[src/design/alpu_op_pkg.sv]
// issue operands are DEFAULT_REG_WIDTH wide and no module may run a wider REG_WIDTH
`default_nettype none

package alpu_op_pkg;

  // width of the operand fields carried in the issue bundle
  localparam int DEFAULT_REG_WIDTH = 16;

  typedef enum logic [3:0] {
    ADD  = 4'd0,
    ADC  = 4'd1,
    SUB  = 4'd2,
    AND  = 4'd3,
    OR   = 4'd4,
    XOR  = 4'd5,
    NOT  = 4'd6,
    NAND = 4'd7,
    NOR  = 4'd8,
    SHL  = 4'd9,
    SHR  = 4'd10,
    SRA  = 4'd11
  } alpu_opcode_e;

  // arithmetic/logic pipe control word, msb first
  typedef struct packed {
    logic twos_en;
    logic all_en;
    logic cgen_en;
    logic prop_or;
    logic carry_en;
    logic sel_sum;
    logic sel_gen;
    logic out_inv;
  } alpu_ctrl_t;

  typedef struct packed {
    logic                         valid;
    alpu_opcode_e                 opcode;
    logic [DEFAULT_REG_WIDTH-1:0] a;
    logic [DEFAULT_REG_WIDTH-1:0] b;
    logic                         cin;
  } alpu_issue_t;

endpackage

`default_nettype wire
[src/design/alpu_decode.sv]
// combinational, undefined opcode encodings decode to an all-zero control word
`timescale 1ns/1ns
`default_nettype none

module alpu_decode
  import alpu_op_pkg::*;
(
  input  alpu_opcode_e opcode,
  output alpu_ctrl_t   ctrl,
  output logic         shift_left,
  output logic         shift_arith
);

  always_comb begin
    ctrl = '0;
    case (opcode)
      ADD, ADC: begin
        ctrl.cgen_en  = 1'b1;
        ctrl.carry_en = 1'b1;
        ctrl.sel_sum  = 1'b1;
      end
      // b + (-a)
      SUB: begin
        ctrl.twos_en  = 1'b1;
        ctrl.cgen_en  = 1'b1;
        ctrl.carry_en = 1'b1;
        ctrl.sel_sum  = 1'b1;
      end
      AND, NAND: begin
        ctrl.cgen_en = 1'b1;
        ctrl.sel_gen = 1'b1;
        ctrl.out_inv = (opcode == NAND);
      end
      OR, NOR: begin
        ctrl.cgen_en = 1'b1;
        ctrl.prop_or = 1'b1;
        ctrl.sel_gen = 1'b1;
        ctrl.out_inv = (opcode == NOR);
      end
      // sum with no carries is the plain propagate
      XOR: begin
        ctrl.sel_sum = 1'b1;
      end
      // ~a xor masked b
      NOT: begin
        ctrl.all_en  = 1'b1;
        ctrl.sel_sum = 1'b1;
      end
      default: begin
        ctrl = '0;
      end
    endcase
  end

  assign shift_left  = (opcode == SHL);
  assign shift_arith = (opcode == SRA);

endmodule

`default_nettype wire

[config.mk]
export PLATFORM = sky130hd
export DESIGN_NAME = alpu_decode
export DESIGN_NICKNAME = d
export VERILOG_FILES = /design/src/design/alpu_op_pkg.sv /design/src/design/alpu_decode.sv
export SDC_FILE = /design/constraint.sdc
export NUM_CORES = 1
export LEC_CHECK = 0
export ABC_AREA = 1
export BUFFER_PORTS_ARGS = -buffer_cell sky130_fd_sc_hd__buf_2
export CORE_AREA = 2 2 39 41
export DETAILED_ROUTE_END_ITERATION = 6
export DIE_AREA = 0 0 41 43
export GPL_TIMING_DRIVEN = 0
export PLACE_DENSITY = 0.38
export REMOVE_ABC_BUFFERS = 1
export SYNTH_ARGS = -nofsm -noshare
export SYNTH_HDL_FRONTEND = slang
export SYNTH_SLANG_ARGS = --single-unit
[constraint.sdc]
create_clock -name vclk -period 0.8
set_input_delay 0.16 -clock vclk [all_inputs]
set_output_delay 0.16 -clock vclk [all_outputs]
set_load 0.02 [all_outputs]
==> flow_metrics.py <==
metrics = {
    "status": {
        "status": "complete, but fails checks",
        "violations": "setup timing",
    },
    "worst_setup_path": {
        "setup.worst_path.end_class": "output port",
        "required_ns": 0.64,
        "path_cells": "buf_8 > nor2_4 > buf_4 > a21oi_2 > buf_4",
        "path_common_cell": "buf_4",
        "criticalPathCategory": "input pin to output port",
        "critPathTopFamily": "buffers and inverters",
        "start_kind": "input pin",
        "crit_buf_inv": 3,
        "max_stage_delay_ns": 0.15,
        "crit_fanout": 4,
        "slowest_stage": "nor2_4",
        "arrival_ns": 0.75,
    },
    "sta": {
        "rsz0062_at_grt": "yes",
        "finalSetupTns_ns": -0.4636,
        "hold_viol": 0,
        "fin_crit_ns": 0.9056,
        "setup_viol": 7,
        "slew_violations": 0,
        "fmax_ghz": 1.104,
        "worst_pin_slew_ns": 0.1433,
        "setup_ws_ns": -0.1056,
        "fin_crit_sh_pct": 113.2,
        "maxSlewHeadroom_pct": 90.43,
    },
    "grt": {
        "busiest_layer": "met2",
        "met1_usage_pct": 8.228,
        "grt_util_met2_pct": 9.688,
        "grt_use_met3_pct": 0,
        "grt_use_total_pct": 5.694,
        "grt-ovfl-total": 0,
        "grt_max_degree": 7,
        "grt_pass1_wl_um": 765,
        "grt_pass1_vias": 192,
        "antenna_found_initial": 0,
    },
    "power": {
        "p_switching_uw": 125.7,
        "pwr-share-comb_pct": 100.0,
        "pwr-share-clk_pct": 0,
        "internal_power_uw": 112.3,
        "p_seq_share_pct": 0,
        "ir_drop_v": 0.0001517,
        "p_sw_share_pct": 52.81,
        "powerDensity_nw_per_um2": 569.7,
        "p_leak_nw": 0.2049,
    },
    "yosys": {
        "synth_cell_types": 11,
        "synth_area_per_cell_um2": 4.955,
        "yosysSeqAreaShare_pct": 0,
        "yosys.area.top_type": "nand2_2",
        "synth_area_leaders": "nand2_2 25%, nand3_1 12%, nand2_1 12%, inv_2 9.1%, nand3_2 8.1%",
        "yosysTopAreaCellShare_pct": 25.25,
        "yosys_warnings": 0,
        "netlist_instances": 25,
        "syn_area_um2": 123.9,
    },
    "routing": {
        "final_antenna_net_count": 0,
        "via_count": 213,
        "totalWireLength_um": 514,
        "viasPerCell": 3.737,
        "dr.pass1.iters": 1,
        "drc": 0,
        "wl_per_cell_um": 9.018,
        "dr.first_iter.drc_count": 0,
    },
    "floorplan": {
        "num_rows": 14,
        "die_x_um": 41,
        "initial_utilization_pct": 8.951,
        "die_h_um": 43,
        "ios": 14,
        "die-area_um2": 1763,
        "design.core.area_um2": 1384,
    },
    "layout": {
        "antenna_cells": 0,
        "finalInstanceArea_um2": 417.9,
        "fillers": 168,
        "regArea_um2": 0,
        "nClkBuffers": 0,
        "syn2layout_area_growth_pct": 237.4,
        "flops_and_latches": 0,
        "multiInputGateArea_um2": 180.2,
        "drive_above_1_share_pct": 87.80,
        "nNetsFinal": 47,
    },
    "run": {
        "maxCapViolations": 0,
    },
    "hold_path": {
        "min_to": "ctrl[6]",
        "hp-start": "opcode[0]",
        "hold_class": "input pin to output port",
        "whs_path_depth": 3,
    },
    "placed_design": {
        "placed_area_um2": 214.0,
        "place_ws_ns": -0.1645,
        "dp.final_hpwl_um": 376.2,
        "gp_congestion": 0.7102,
        "port_buffers": 14,
    },
    "clock_network": {
        "postCtsHoldBufs": 0,
    },
}
==> metrics by stage <==
step / utilization (%) / instances / hold slack, ns / power, mW
2_1_floorplan: - / 25 / 0.4031 / 0.07934
3_3_place_gp: 15.46 / 55 / 0.6504 / 0.1296
6_report: 30.20 / 57 / 0.6073 / 0.2381
3_5_place_dp: 15.46 / 55 / 0.6479 / 0.1292
5_1_grt: 30.20 / 57 / 0.6177 / 0.2530
4_1_cts: 24.86 / 56 / 0.6033 / 0.2056
==> layout by cell type, fill, tap and decap left out, drive strengths merged <==
master  synthesis  final
buf             0     16
nand2           9      9
inv             5      4
nand3           4      4
nor2            3      3
nor3            2      2
clkinv          0      1
o21ai           1      1
a21oi           1      1
==> cell usage after synthesis (all sizes together) <==
master and count:
o21ai 1, nor3 2, a21oi 1, inv 5, nand3 4, nor2 3
nand2 9
==> metal layers <==
| layer | part of all wire (%) | up-vias | wire length [µm] |
|---|---|---|---|
| li1 | - | 112 | - |
| met1 | 39 | 94 | 202 |
| met2 | 52 | 7 | 268 |
| met3 | 8.4 | 0 | 43 |
| met4 | 0 | 0 | 0 |
| met5 | 0 | - | 0 |
==> power groups by stage <==
stage	Combinational, mW	Clock [mW]	Sequential [mW]
2_1_floorplan	0.0793	0	0
3_3_place_gp	0.130	0	0
3_5_place_dp	0.129	0	0
4_1_cts	0.206	0	0
5_1_grt	0.253	0	0
6_report	0.238	0	0
==> worst max path at each step <==
stage	from	to	slack, ns	cells after the start
4_1_cts	opcode[0]	ctrl[0]	-0.10	5
3_5_place_dp	opcode[1]	ctrl[0]	-0.16	5
5_1_grt	opcode[1]	ctrl[0]	-0.14	5
6_report	opcode[1]	ctrl[2]	-0.11	5
3_3_place_gp	opcode[1]	ctrl[0]	-0.17	5
2_1_floorplan	opcode[3]	ctrl[7]	-0.12	3
==> layout make-up <==
class                           count  area share (%)
Inverter                            5           9.281
Multi-Input combinational cell     20           43.11
Tap cell                           16           4.790
Timing Repair Buffer               16           42.81
==> logic make-up after synthesis <==
family / Yosys count / synth area share, %
buffers and inverters: 5 / 15.15
AOI/OAI and AO/OA: 2 / 8.073
and+or+nand+nor: 18 / 76.77
==> repair_timing <==
action	CTS	global route
gates resized for setup	37	16
endpoints found under the setup margin	10	10
endpoints found under the hold margin	0	0
pin swaps	5	5
gates cloned	0	0
setup buffers	1	1
Power figures use the tool's default switching activity.
