==> src/design/alpu_op_pkg.sv <==
// issue operands are DEFAULT_REG_WIDTH wide and no module may run a wider REG_WIDTH
`default_nettype none

package alpu_op_pkg;

  // width of the operand fields carried in the issue bundle
  localparam int DEFAULT_REG_WIDTH = 16;

  typedef enum logic [3:0] {
    ADD  = 4'd0,
    ADC  = 4'd1,
    SUB  = 4'd2,
    AND  = 4'd3,
    OR   = 4'd4,
    XOR  = 4'd5,
    NOT  = 4'd6,
    NAND = 4'd7,
    NOR  = 4'd8,
    SHL  = 4'd9,
    SHR  = 4'd10,
    SRA  = 4'd11
  } alpu_opcode_e;

  // arithmetic/logic pipe control word, msb first
  typedef struct packed {
    logic twos_en;
    logic all_en;
    logic cgen_en;
    logic prop_or;
    logic carry_en;
    logic sel_sum;
    logic sel_gen;
    logic out_inv;
  } alpu_ctrl_t;

  typedef struct packed {
    logic                         valid;
    alpu_opcode_e                 opcode;
    logic [DEFAULT_REG_WIDTH-1:0] a;
    logic [DEFAULT_REG_WIDTH-1:0] b;
    logic                         cin;
  } alpu_issue_t;

endpackage

`default_nettype wire
==> src/design/alpu_shift_piped.sv <==
// three stages, REG_WIDTH a power of two no wider than DEFAULT_REG_WIDTH
`timescale 1ns/1ns
`default_nettype none

module alpu_shift_piped
  import alpu_op_pkg::*;
#(
  parameter int REG_WIDTH = 16
) (
  input  logic                 clk,
  input  logic                 reset_n,
  input  logic                 pipe_active,
  input  alpu_issue_t          issue,
  input  logic                 shift_left,
  input  logic                 shift_arith,
  output logic [REG_WIDTH-1:0] shift_res,
  output logic                 shift_cout,
  output logic                 valid_s2,
  output alpu_opcode_e         opcode_s2
);

  localparam int SH_W   = $clog2(REG_WIDTH);
  localparam int FINE_W = SH_W / 2;

  if (REG_WIDTH > DEFAULT_REG_WIDTH) begin : g_width_check
    $error("alpu_shift_piped: REG_WIDTH exceeds issue operand width");
  end

  // work vector is data plus one guard bit that catches the last bit out
  // left keeps the guard on top, right keeps it at bit 0
  function automatic logic [REG_WIDTH:0] shift_step(
    input logic [REG_WIDTH:0] x,
    input logic               left,
    input logic               fill,
    input logic [SH_W-1:0]    k
  );
    logic [2*REG_WIDTH+1:0] wide;
    begin
      wide = {{(REG_WIDTH+1){fill}}, x} >> k;
      if (left) begin
        shift_step = x << k;
      end else begin
        shift_step = wide[REG_WIDTH:0];
      end
    end
  endfunction

  // --------------------------------------------------
  // S0: operands and controls
  // --------------------------------------------------
  logic                 valid_s0;
  alpu_opcode_e         opcode_s0;
  logic [REG_WIDTH-1:0] a_s0;
  logic [SH_W-1:0]      amt_s0;
  logic                 left_s0;
  logic                 arith_s0;

  always_ff @(posedge clk) begin
    if (!reset_n) begin
      valid_s0  <= 1'b0;
      opcode_s0 <= ADD;
      a_s0      <= '0;
      amt_s0    <= '0;
      left_s0   <= 1'b0;
      arith_s0  <= 1'b0;
    end else if (pipe_active) begin
      valid_s0  <= issue.valid;
      opcode_s0 <= issue.opcode;
      a_s0      <= issue.a[REG_WIDTH-1:0];
      amt_s0    <= issue.b[SH_W-1:0];
      left_s0   <= shift_left;
      arith_s0  <= shift_arith;
    end
  end

  // --------------------------------------------------
  // S1: coarse shift by the upper amount bits
  // --------------------------------------------------
  logic [REG_WIDTH:0]   work_s0;
  logic                 fill_s0;
  logic [SH_W-1:0]      coarse_amt;
  logic                 valid_s1;
  alpu_opcode_e         opcode_s1;
  logic [REG_WIDTH:0]   work_s1;
  logic [FINE_W-1:0]    fine_s1;
  logic                 left_s1;
  logic                 fill_s1;

  assign work_s0    = left_s0 ? {1'b0, a_s0} : {a_s0, 1'b0};
  assign fill_s0    = arith_s0 & a_s0[REG_WIDTH-1];
  assign coarse_amt = {amt_s0[SH_W-1:FINE_W], {FINE_W{1'b0}}};

  always_ff @(posedge clk) begin
    if (!reset_n) begin
      valid_s1  <= 1'b0;
      opcode_s1 <= ADD;
      work_s1   <= '0;
      fine_s1   <= '0;
      left_s1   <= 1'b0;
      fill_s1   <= 1'b0;
    end else if (pipe_active) begin
      valid_s1  <= valid_s0;
      opcode_s1 <= opcode_s0;
      work_s1   <= shift_step(work_s0, left_s0, fill_s0, coarse_amt);
      fine_s1   <= amt_s0[FINE_W-1:0];
      left_s1   <= left_s0;
      fill_s1   <= fill_s0;
    end
  end

  // --------------------------------------------------
  // S2: fine shift, split result and carry
  // --------------------------------------------------
  logic [REG_WIDTH:0]   work_fine;
  logic [REG_WIDTH-1:0] res_s2;
  logic                 cout_s2;

  assign work_fine = shift_step(work_s1, left_s1, fill_s1, SH_W'(fine_s1));

  always_ff @(posedge clk) begin
    if (!reset_n) begin
      valid_s2  <= 1'b0;
      opcode_s2 <= ADD;
      res_s2    <= '0;
      cout_s2   <= 1'b0;
    end else if (pipe_active) begin
      valid_s2  <= valid_s1;
      opcode_s2 <= opcode_s1;
      res_s2    <= left_s1 ? work_fine[REG_WIDTH-1:0] : work_fine[REG_WIDTH:1];
      cout_s2   <= left_s1 ? work_fine[REG_WIDTH] : work_fine[0];
    end
  end

  assign shift_res  = res_s2;
  assign shift_cout = cout_s2;

  // opcode travels with valid from the top-level inputs
  assert property (@(posedge clk) disable iff (!reset_n)
    valid_s2 |-> !$isunknown(opcode_s2))
    else $error("alpu_shift_piped: unknown opcode with valid_s2");

endmodule

`default_nettype wire

==> config.mk <==
export PLATFORM = sky130hd
export DESIGN_NAME = alpu_shift_piped
export DESIGN_NICKNAME = d
export VERILOG_FILES = /design/src/design/alpu_op_pkg.sv /design/src/design/alpu_shift_piped.sv
export SDC_FILE = /design/constraint.sdc
export NUM_CORES = 1
export LEC_CHECK = 0
export BUFFER_PORTS_ARGS = -buffer_cell sky130_fd_sc_hd__buf_4
export CAP_MARGIN = 20
export CORE_MARGIN = 2
export CORE_UTILIZATION = 50
export DETAILED_ROUTE_END_ITERATION = 7
export PLACE_DENSITY = 0.73
export SKIP_CTS_REPAIR_TIMING = 1
export SLEW_MARGIN = 20
export SYNTH_ARGS = -nofsm -noshare
export SYNTH_HDL_FRONTEND = slang
export SYNTH_SLANG_ARGS = --single-unit
==> constraint.sdc <==
create_clock -name clk -period 2 [get_ports clk]
set_input_delay 0.1 -clock clk [delete_from_list [all_inputs] [get_ports clk]]
set_output_delay 0.1 -clock clk [all_outputs]
set_load 0.01 [all_outputs]
==> results.ini <==
[timing]
final-setup-viol-count = 0
max_freq_ghz = 0.5929
hold_ws_ns = -0.01487
final_hold_viol_count = 10
setup-tns-final_ns = 0
maxSlewViolCount = 0
finalCritPeriodShare_pct = 84.33
rsz0062_at_grt = false
slew-limit-headroom_pct = 71.09
finClkSkew_ns = 0.01542
fin_ws_ns = 0.3134
min_period_ns = 1.687
worst_pin_slew_ns = 0.4320

[floorplan]
die-area_mm2 = 0.009238
top_level_ports = 65
core_area_mm2 = 0.008217
start_util_pct = 51.64
die_w_um = 96.12
rows = 33
die_y_um = 96.12

[clock_tree]
clock_latency_ns = 0.36
cts_buffers = 9
cts-root-buf = clkbuf_8
cts_tree = done
cts.htree.levels = 3
clk_pin_slew_worst_paths_ns = 0.08
clockBufferDepth = 2
cts.sinks = 75

[grt]
grt_antenna_before_repair = 0
grt_usage_pct = 23.15
grt_pass1_wl_um = 16790
grt_max_degree = 48
grt_overflow = 0
grt_pass1_vias = 3438

[synthesis]
yosys_warnings = 0
postSynth.asyncResetShare_pct = 0
synth_cell_types = 53
synth_top_area_cell = dfxtp_1
seq_area_frac_synth_pct = 35.39
syn_area_per_cell_um2 = 9.085
synthTopCellsByArea = dfxtp_1 (35%), mux2i_1 (19%), mux4_2 (6.9%)
synth_flop_cell = dfxtp_1
yosysTopAreaCellShare_pct = 35.39
synth_area_mm2 = 0.004243
synth_nets = 510
ys_seq_elements = 75
syn_inst = 467
synth-edff-count = 0

[final_layout]
diodes = 0
drive_gt1_share_pct = 19.46
final_core_util_pct = 61.63
final_cells = 624
layout_commonest_cell = mux2i_1
nets = 557
areaGrowthSynthToFinish_pct = 19.35
final_cell_mix = mux2i_1 (80), dfxtp_1 (74), nor2_1 (66)

[setup_path]
r2r_end = shift_res[12]
end_kind = flop
rr_worst_depth = 4
crit_path_cell_trace = buf_12, mux2_4, nor2b_1, o41a_1
cp-start-kind = flop
regToRegSetupSlack_ns = 0.31
path_depth = 4
cp_slowest_stage_delay_ns = 0.50
worstPathRequired_ns = 2.25
cp_num_buf_inv = 1
path_class = flop to flop
cpMaxStageDelayCell = dfxtp_2
reg2reg_from = fine_s1[0]
worstPathArrival_ns = 1.93
worstPathMaxFanout = 23
critPathTopFamily = flip-flops

[placement]
portBuffers = 51
place_hpwl_um = 6871
place_inst = 595
place_ws_ns = 0.3055
gp_congestion = 0.9243

[detailed_routing]
dr.pass1.iters = 5
wirelength_um = 10240
vias_per_cell = 5.994
route.antenna.remaining_nets = 0
first_iter_violations = 279
vias = 3740
drc_errors = 0
wl_per_cell_um = 16.40

[hold_path]
hold_path_end = a_s0[7]
hold_start = issue[24]
worstHoldPathCells = 3
hp-class = primary input to flop

[power_and_ir_drop]
p_leak_nw = 1.979
p_per_area_mw_per_mm2 = 730.3
ir_worst_vdd_uv = 371.8

[run_status]
violations = negative hold slack
status = finished, violations left

[flow_run]
max_cap_viol_count = 0

## logic make-up (layout without fill, tap and decap cells)
| family | Yosys count | count (layout) | synth area share, % |
|---|---|---|---|
| multiplexers | 102 | 102 | 28.25 |
| AND/OR/NAND/NOR | 127 | 127 | 13.39 |
| buffers and inverters | 53 | 105 | 5.957 |
| AO/OA/AOI/OAI | 110 | 110 | 17.02 |
| flip-flops | 75 | 75 | 35.39 |
## cell type report
class	instances	area [µm²]
Timing Repair Buffer	79	663.1
Tap cell	105	131.4
Multi-Input combinational cell	339	2489
Clock buffer	9	123.9
Fill cell	731	3153
Inverter	10	37.54
Sequential cell	75	1503
Clock inverter	7	116.4
## cell usage after synthesis (6+ instances only)
library cell  count
nand2_1          20
inv_1             6
nand3_1           8
mux2i_1          80
clkbuf_1         19
mux4_2           13
o21ai_1           6
nand2b_1          7
o21ai_0          22
dfxtp_1          75
mux2_1            7
nor2_1           66
a211oi_1          7
o22ai_1          13
buf_2            16
a21oi_1          22
nor3_1            7
o21a_1            6
## sequential cells by signal, summed over array words and instances (netlist names), 2 cells and up
name and cells:
opcode_s1 4, work_s1 17, opcode_s0 4, fine_s1 2, shift_res 16, a_s0 16, opcode_s2 4, amt_s0 4
## power by group
part / leakage (nW) / switching, mW / total, mW / internal (mW)
registers: 0.616 / 0.100 / 1.68 / 1.58
clock network: 0.119 / 0.593 / 1.42 / 0.826
logic: 1.24 / 0.300 / 0.603 / 0.303
total: 1.98 / 0.993 / 3.70 / 2.71
## metal layers
layer | global-route usage [%] | share of wire [%] | routed length [µm] | up-vias
met5 | 0 | 0 | 0 | -
met4 | 9.643 | 2.3 | 232 | 0
met3 | 4.620 | 5.4 | 549 | 19
met2 | 36.17 | 48 | 4910 | 127
met1 | 31.17 | 44 | 4544 | 1784
li1 | - | - | - | 1810
## worst max path at each step
stage                          endpoint  startpoint
after detailed placement  shift_res[12]  fine_s1[0]
after global placement    shift_res[12]  fine_s1[0]
after floorplan           shift_res[12]  fine_s1[0]
final                     shift_res[12]  fine_s1[0]
after CTS                 shift_res[12]  fine_s1[0]
after global routing      shift_res[12]  fine_s1[0]
## worst register-to-register path: stages (launching register included)
cell	delay [ns]
dfxtp_2	0.50
buf_12	0.23
mux2_4	0.33
nor2b_1	0.13
o41a_1	0.39
## through the flow
stage	power, mW	instance area (µm²)	hold WS, ns
global placement	2.269	4693	0.3323
global route	3.859	5064	0.0007383
CTS	3.703	4933	-0.03916
finish	3.698	5064	-0.01487
floorplan	2.093	4243	0.2472
detailed placement	2.282	4693	0.3400
Power figures use the tool's default switching activity.
