### src/design/alpu_result_pkg.sv
// flag encoding only, no overflow flag is produced
`default_nettype none

package alpu_result_pkg;

  // zero and negative follow the result, carry follows the opcode class
  typedef struct packed {
    logic zero;
    logic negative;
    logic carry;
  } alpu_flags_t;

endpackage

`default_nettype wire

### src/design/alpu_op_pkg.sv
// issue operands are DEFAULT_REG_WIDTH wide and no module may run a wider REG_WIDTH
`default_nettype none

package alpu_op_pkg;

  // width of the operand fields carried in the issue bundle
  localparam int DEFAULT_REG_WIDTH = 16;

  typedef enum logic [3:0] {
    ADD  = 4'd0,
    ADC  = 4'd1,
    SUB  = 4'd2,
    AND  = 4'd3,
    OR   = 4'd4,
    XOR  = 4'd5,
    NOT  = 4'd6,
    NAND = 4'd7,
    NOR  = 4'd8,
    SHL  = 4'd9,
    SHR  = 4'd10,
    SRA  = 4'd11
  } alpu_opcode_e;

  // arithmetic/logic pipe control word, msb first
  typedef struct packed {
    logic twos_en;
    logic all_en;
    logic cgen_en;
    logic prop_or;
    logic carry_en;
    logic sel_sum;
    logic sel_gen;
    logic out_inv;
  } alpu_ctrl_t;

  typedef struct packed {
    logic                         valid;
    alpu_opcode_e                 opcode;
    logic [DEFAULT_REG_WIDTH-1:0] a;
    logic [DEFAULT_REG_WIDTH-1:0] b;
    logic                         cin;
  } alpu_issue_t;

endpackage

`default_nettype wire
### src/design/alpu_result_merge.sv
// one output register stage that holds while pipe_active is low
`timescale 1ns/1ns
`default_nettype none

module alpu_result_merge
  import alpu_op_pkg::*;
  import alpu_result_pkg::*;
#(
  parameter int REG_WIDTH = 16
) (
  input  logic                 clk,
  input  logic                 reset_n,
  input  logic                 pipe_active,
  input  logic [REG_WIDTH-1:0] alu_out,
  input  logic                 alu_cout,
  input  logic [REG_WIDTH-1:0] shift_res,
  input  logic                 shift_cout,
  input  logic                 valid_s2,
  input  alpu_opcode_e         opcode_s2,
  output logic [REG_WIDTH-1:0] result,
  output alpu_flags_t          flags,
  output logic                 out_valid
);

  logic                 is_shift;
  logic                 is_arith;
  logic [REG_WIDTH-1:0] sel_res;
  alpu_flags_t          sel_flags;

  // pick by opcode class, logic ops never carry
  always_comb begin
    is_shift = opcode_s2 inside {SHL, SHR, SRA};
    is_arith = opcode_s2 inside {ADD, ADC, SUB};
    sel_res  = is_shift ? shift_res : alu_out;
    sel_flags.zero     = (sel_res == '0);
    sel_flags.negative = sel_res[REG_WIDTH-1];
    sel_flags.carry    = is_shift ? shift_cout : (is_arith & alu_cout);
  end

  always_ff @(posedge clk) begin
    if (!reset_n) begin
      result    <= '0;
      flags     <= '0;
      out_valid <= 1'b0;
    end else if (pipe_active) begin
      result    <= sel_res;
      flags     <= sel_flags;
      out_valid <= valid_s2;
    end
  end

  // upstream stages must leave reset empty
  assert property (@(posedge clk) $rose(reset_n) |=> !out_valid)
    else $error("alpu_result_merge: out_valid high right after reset");

endmodule

`default_nettype wire

### config.mk
export PLATFORM = sky130hd
export DESIGN_NAME = alpu_result_merge
export DESIGN_NICKNAME = d
export VERILOG_FILES = /design/src/design/alpu_result_pkg.sv /design/src/design/alpu_op_pkg.sv /design/src/design/alpu_result_merge.sv
export SDC_FILE = /design/constraint.sdc
export NUM_CORES = 1
export LEC_CHECK = 0
export ABC_AREA = 1
export BUFFER_PORTS_ARGS = -buffer_cell sky130_fd_sc_hd__buf_2
export CORE_MARGIN = 5
export CORE_UTILIZATION = 39
export DETAILED_ROUTE_END_ITERATION = 7
export PLACE_DENSITY_LB_ADDON = 0.2
export SLEW_MARGIN = 20
export SYNTH_ARGS = -nofsm -noshare
export SYNTH_HDL_FRONTEND = slang
export SYNTH_SLANG_ARGS = --single-unit
### constraint.sdc
create_clock -name clk -period 1 [get_ports clk]
set_input_delay 0.1 -clock clk [delete_from_list [all_inputs] [get_ports clk]]
set_output_delay 0.1 -clock clk [all_outputs]
set_load 0.01 [all_outputs]
==> impl_metrics.py, run 1 <==
metrics = {
    "setup_path": {
        "worstPathRequired_ns": 1.23,
        "start_kind": "input pin",
        "critPathKind": "in -> reg",
        "startpoint": "opcode_s2[3]",
        "worstSetupEndpoint": "flags[2]$_SDFFE_PN0P_",
        "rr_endpoint": "result[13]$_SDFFE_PN0P_",
        "path_max_fanout": 6,
        "cp.arrival_ns": 1.20,
        "critPathCaptureType": "register",
        "path_cells": "buf_6 > inv_2 > nor2_4 > buf_6 > nand2_8 > nand2_2 > nand2_2 > nor2_1 > nand2_1 > nor2_2 > nand3_2 > a21oi_2",
        "r2r_cells": 4,
        "r2r_slack_ns": 0.30,
        "r2r-start": "result[13]$_SDFFE_PN0P_",
        "max_stage_delay_ns": 0.15,
        "critPathSlowestCell": "buf_6",
    },
    "global_routing": {
        "antenna_found_initial": 0,
        "grt_pass1_wl_mm": 4.830,
        "gr-total-overflow": 0,
        "grt_pass1_vias": 1152,
        "grt_usage_pct": 14.29,
        "grt_max_degree": 24,
    },
    "floorplanning": {
        "start_util_pct": 40.14,
        "rows": 19,
        "ios": 62,
        "coreArea_um2": 2734,
        "die_w_um": 63.05,
        "dieHeight_um": 63.05,
        "dieArea_um2": 3975,
    },
    "synth": {
        "synth_area_leader_cell": "dfxtp_1",
        "synth.distinct_cells": 23,
        "syn-cell-area_um2": 1097,
        "synthCells": 166,
        "synth.top_cell.area_share_pct": 34.66,
        "ys_seq_area_share_pct": 34.66,
        "synth_warnings": 0,
        "synth_area_leaders": "dfxtp_1 (35%), nand2_1 (15%), inv_1 (11%)",
        "synth-seq-cells": 19,
        "avgSynthCellArea_um2": 6.610,
        "synth_nets": 208,
    },
    "clocking": {
        "path_clk_slew_ns": 0.12,
        "cts_tree": "built",
        "root_buffer": "clkbuf_4",
        "cts.sinks": 19,
        "cts_made_buffers": 3,
        "htreeDepth": 1,
        "clock_path_buffers": 2,
        "clk_latency_ns": 0.30,
    },
    "power_and_ir_drop": {
        "p_total_mw": 1.771,
        "pwr-share-clk_pct": 22.4,
        "p_sw_share_pct": 31.24,
        "p_switching_uw": 553.2,
        "p_per_area_nw_per_um2": 1069,
        "cellLeakagePower_nw": 0.9889,
        "irDropWorstVdd_v": 0.001145,
        "power_frac_seq_pct": 47.3,
        "p_int_mw": 1.218,
        "power_frac_comb_pct": 30.3,
    },
    "placement": {
        "dp_cells": 265,
        "dp_hpwl_mm": 2.270,
        "dpl_cell_area_um2": 1500,
        "gp_congestion": 0.7516,
        "dp_slack_ns": -0.2602,
        "io_buffers": 61,
    },
    "min_path": {
        "hp-class": "in -> reg",
    },
    "timing": {
        "tns_ns": 0,
        "fin_ws_ns": 0.03780,
        "fmax_mhz": 1039,
        "max-slew-margin-rel_pct": 83.50,
        "finalHoldViolations": 0,
        "fin_crit_ns": 0.9622,
        "fin_crit_sh_pct": 96.22,
        "setup_viol": 0,
        "drv_slew": 0,
        "worst_pin_slew_ns": 0.2472,
        "hold_ws_ns": 0.03451,
        "finClkSkew_ns": 0,
    },
    "run_status": {
        "status": "finished clean",
    },
    "detailed_routing": {
        "drt_first_pass_iters": 4,
        "drc": 0,
        "vias_per_cell": 4.587,
        "drt_iter0_drc": 66,
        "route.vias.total": 1266,
        "postRouteWirelength_mm": 3.063,
        "wl_per_cell_um": 11.10,
        "ant_nets": 0,
    },
    "final_layout": {
        "drive_gt1_share_pct": 46.12,
        "antennaDiodeCount": 0,
        "fill_cells": 276,
        "fin_cells": 276,
        "fin_area_um2": 1657,
        "syn2layout_area_growth_pct": 50.97,
        "nNetsFinal": 288,
        "final_util_pct": 60.60,
    },
    "flow_run": {
        "drv_cap": 0,
    },
}
cell families (layout without fill, tap and decap cells):
family,after synthesis,count (layout),synth area share (%)
buffers and inverters,41,118,15.85
and+or+nand+nor,78,80,31.36
AOI/OAI and AO/OA,28,28,18.13
DFF,19,19,34.66
Yosys cell counts, drive strengths merged:
cell / number
o21ai: 15
nor2: 25
o2111ai: 1
buf: 6
nand2: 48
o221ai: 1
dfxtp: 19
nand3: 5
inv: 34
clkbuf: 1
a21oi: 1
o211ai: 10
registers in the layout, indices dropped and copies added, names as in the netlist:
signal     count
result        16
flags          2
out_valid      1
routing by layer:
metal	global-route usage (%)	vias up	part of all wire, %
met3	4.496	2	7.6
met4	3.183	0	0.36
met5	0	-	0
li1	-	672	-
met2	23.08	42	46
met1	18.43	550	46
power by group through the flow:
stage,sequential [mW],clock [mW],combinational (mW)
after floorplan,0.880,0,0.232
after detailed placement,0.854,0,0.477
after CTS,0.838,0.411,0.479
after global routing,0.845,0.437,0.601
after global placement,0.853,0,0.476
final,0.838,0.396,0.537
cell type report:
class | instances | area [um2] | area share (%)
Sequential cell | 19 | 380.4 | 22.96
Inverter | 34 | 127.6 | 7.704
Clock inverter | 1 | 5.005 | 0.3021
Timing Repair Buffer | 80 | 471.7 | 28.47
Tap cell | 31 | 38.79 | 2.341
Clock buffer | 3 | 22.52 | 1.360
Multi-Input combinational cell | 108 | 610.6 | 36.86
cell usage in the layout, fill, tap and decap left out, types with 3 or more instances in the layout:
| cell type | netlist | layout |
|---|---|---|
| nand3_2 | 2 | 4 |
| nor2_2 | 1 | 3 |
| clkbuf_4 | 0 | 3 |
| buf_6 | 2 | 5 |
| buf_2 | 1 | 59 |
| o211ai_1 | 10 | 10 |
| o21ai_0 | 7 | 7 |
| buf_4 | 1 | 16 |
| inv_2 | 1 | 3 |
| nand2_2 | 4 | 6 |
| nand2_1 | 43 | 40 |
| o21ai_2 | 6 | 6 |
| inv_1 | 33 | 31 |
| nor2_1 | 22 | 20 |
| dfxtp_1 | 19 | 19 |
how the worst min path moves through the flow:
| stage | start | to | slack, ns | cells after the start |
|---|---|---|---|---|
| after floorplan | valid_s2 | out_valid$_SDFFE_PN0P_ | 0.23 | 2 |
| after global placement | valid_s2 | out_valid$_SDFFE_PN0P_ | 0.34 | 3 |
| after detailed placement | valid_s2 | out_valid$_SDFFE_PN0P_ | 0.34 | 3 |
| after CTS | valid_s2 | out_valid$_SDFFE_PN0P_ | 0.02 | 3 |
| after global routing | valid_s2 | out_valid$_SDFFE_PN0P_ | 0.07 | 3 |
| final | valid_s2 | out_valid$_SDFFE_PN0P_ | 0.03 | 3 |
repair_timing:
action / CTS / global route
buffers inserted: 0 / 5
setup endpoints to repair: 0 / 1
hold buffers: 0 / 0
gates resized for setup: 0 / 17
endpoints found under the hold margin: 0 / 0
worst max-delay path: cells and delay by family:
kind,cells,cell delay (ns)
simple gates,8,0.69
buf+inv,3,0.27
compound gates,1,0.12
Note: power is estimated with default switching activity, not from simulation.
==> run 2, diff against run 1 <==
RECOVER_POWER = 50   (was unset)
REMOVE_ABC_BUFFERS = 1   (was unset)
SLEW_MARGIN = unset   (was 20)
==> run 2 against run 1 <==
Effect of this change:
- combinational power decreased by 4.3%
- sequential share of layout area increased by 0.70 points
- maximum frequency increased by 1.4%
- clock-buffer cell count increased by 1
- critical endpoint unchanged
- largest power group unchanged
- highest routed layer unchanged
==> impl_metrics.py, run 2 (synthesis gave the netlist of run 1 again) <==
metrics = {
    "run_status": {
        "status": "finished clean",
    },
    "timing": {
        "setup_viol": 0,
        "worst_pin_slew_ns": 0.2468,
        "max-slew-margin-rel_pct": 83.53,
        "tns_ns": 0,
        "finClkSkew_ns": 0,
        "fin_crit_sh_pct": 94.86,
        "drv_slew": 0,
        "fin_crit_ns": 0.9486,
        "fmax_mhz": 1054,
        "finalHoldViolations": 0,
    },
    "setup_path": {
        "critPathSlowestCell": "buf_12",
        "max_stage_delay_ns": 0.13,
        "start_kind": "input pin",
        "rr_endpoint": "result[14]$_SDFFE_PN0P_",
        "cp.arrival_ns": 1.20,
        "path_cells": "buf_2 > inv_2 > nor2_4 > buf_12 > buf_4 > nand3_1 > nand2_1 > nor2_1 > nand2_1 > nor2_2 > nand3_2 > a21oi_2",
        "path_max_fanout": 4,
        "critPathKind": "in -> reg",
        "startpoint": "opcode_s2[3]",
        "worstPathRequired_ns": 1.25,
        "r2r-start": "result[14]$_SDFFE_PN0P_",
        "worstSetupEndpoint": "flags[2]$_SDFFE_PN0P_",
        "critPathCaptureType": "register",
        "r2r_slack_ns": 0.33,
        "r2r_cells": 4,
        "worst_path_most_repeated_cell": "nand2_1",
    },
    "final_layout": {
        "final_cell_mix": "buf_2 (61), nand2_1 (42), inv_1 (32), nor2_1 (21), dfxtp_1 (19)",
        "drive_gt1_share_pct": 43.21,
        "final_common_cell": "buf_2",
        "antennaDiodeCount": 0,
        "regMostFlops": "result",
        "final_util_pct": 58.81,
        "syn2layout_area_growth_pct": 46.52,
        "fin_cells": 274,
        "nNetsFinal": 286,
        "regArea_um2": 380.4,
        "multiInputGateArea_um2": 589.3,
        "largest_register_ffs": 16,
        "top_regs": "result x16, flags x2, out_valid x1",
        "fill_cells": 277,
    },
    "min_path": {
        "hp-class": "in -> reg",
    },
    "global_routing": {
        "grt_usage_pct": 15.01,
        "grt_pass1_vias": 1108,
        "gr-total-overflow": 0,
        "grt_pass1_wl_mm": 4.899,
        "grt_max_degree": 24,
        "antenna_found_initial": 0,
    },
    "flow_run": {
        "drv_cap": 0,
    },
    "detailed_routing": {
        "wl_per_cell_um": 10.98,
        "ant_nets": 0,
        "drc": 0,
        "route.vias.total": 1226,
        "vias_per_cell": 4.474,
        "drt_iter0_drc": 46,
        "drt_first_pass_iters": 4,
        "postRouteWirelength_mm": 3.009,
    },
    "floorplanning": {
        "dieHeight_um": 63.05,
        "die_w_um": 63.05,
        "ios": 62,
        "start_util_pct": 40.14,
        "coreArea_um2": 2734,
        "dieArea_um2": 3975,
        "rows": 19,
    },
    "clocking": {
        "cts_made_buffers": 3,
        "clock_path_buffers": 2,
        "root_buffer": "clkbuf_4",
        "cts.sinks": 19,
        "cts_tree": "built",
        "clk_latency_ns": 0.30,
        "htreeDepth": 1,
        "path_clk_slew_ns": 0.11,
        "ctsHoldBuffers": 0,
    },
    "placement": {
        "dp_hpwl_mm": 2.266,
        "gp_congestion": 0.7776,
        "dp_cells": 264,
        "io_buffers": 61,
    },
    "power_and_ir_drop": {
        "p_per_area_nw_per_um2": 1095,
        "cellLeakagePower_nw": 0.9739,
        "irDropWorstVdd_v": 0.001028,
        "p_total_mw": 1.760,
    },
}
[run 2: cell count changes in the layout (fill, tap and decap cells not counted), sizes merged]
cell	change
buf	-2
clkbuf	+1
clkinv	-1
[run 2: timing repair]
item,in CTS,in global routing
buffers inserted,0,4
endpoints found under the setup margin,0,2
gates resized for setup,0,6
[run 2: worst max-delay path, delay by kind of cell]
kind	cells	cell delay [ns]
compound gates	1	0.12
buf+inv	4	0.44
simple gates	7	0.54
[run 2: metal layers]
layer | wire length (um) | global-route usage, %
met1 | 1342 | 19.91
met4 | 29 | 3.979
met2 | 1374 | 22.18
met3 | 262 | 6.295
met5 | 0 | 0
[run 2: area by class of cell]
type,instances,share of cell area (%)
Timing Repair Buffer,78,27.70
Tap cell,31,2.412
Clock buffer,4,1.634
Sequential cell,19,23.66
Inverter,34,7.938
Multi-Input combinational cell,108,36.65
[run 2: metrics by stage]
step	hold slack, ns	area [um2]	setup slack, ns
2_1_floorplan	0.2322	1051	-0.02949
3_3_place_gp	0.3314	1493	-0.2543
3_5_place_dp	0.3323	1493	-0.2636
4_1_cts	0.005636	1519	0.06078
5_1_grt	0.003985	1608	-0.01330
6_report	0.01174	1608	0.05138
[run 2: worst min-delay path by stage]
| stage | start | endpoint | slack, ns | cells after the start |
|---|---|---|---|---|
| after detailed placement | valid_s2 | out_valid$_SDFFE_PN0P_ | 0.33 | 3 |
| after floorplan | reset_n | result[1]$_SDFFE_PN0P_ | 0.23 | 2 |
| after CTS | valid_s2 | out_valid$_SDFFE_PN0P_ | 0.006 | 3 |
| final | valid_s2 | out_valid$_SDFFE_PN0P_ | 0.01 | 3 |
| after global routing | valid_s2 | out_valid$_SDFFE_PN0P_ | 0.004 | 3 |
| after global placement | valid_s2 | out_valid$_SDFFE_PN0P_ | 0.33 | 3 |
[run 2: where the power goes]
part | internal, mW | switching (mW) | leakage [nW]
Clock | 0.156 | 0.254 | 0.0150
Combinational | 0.245 | 0.268 | 0.801
Sequential | 0.811 | 0.0255 | 0.158
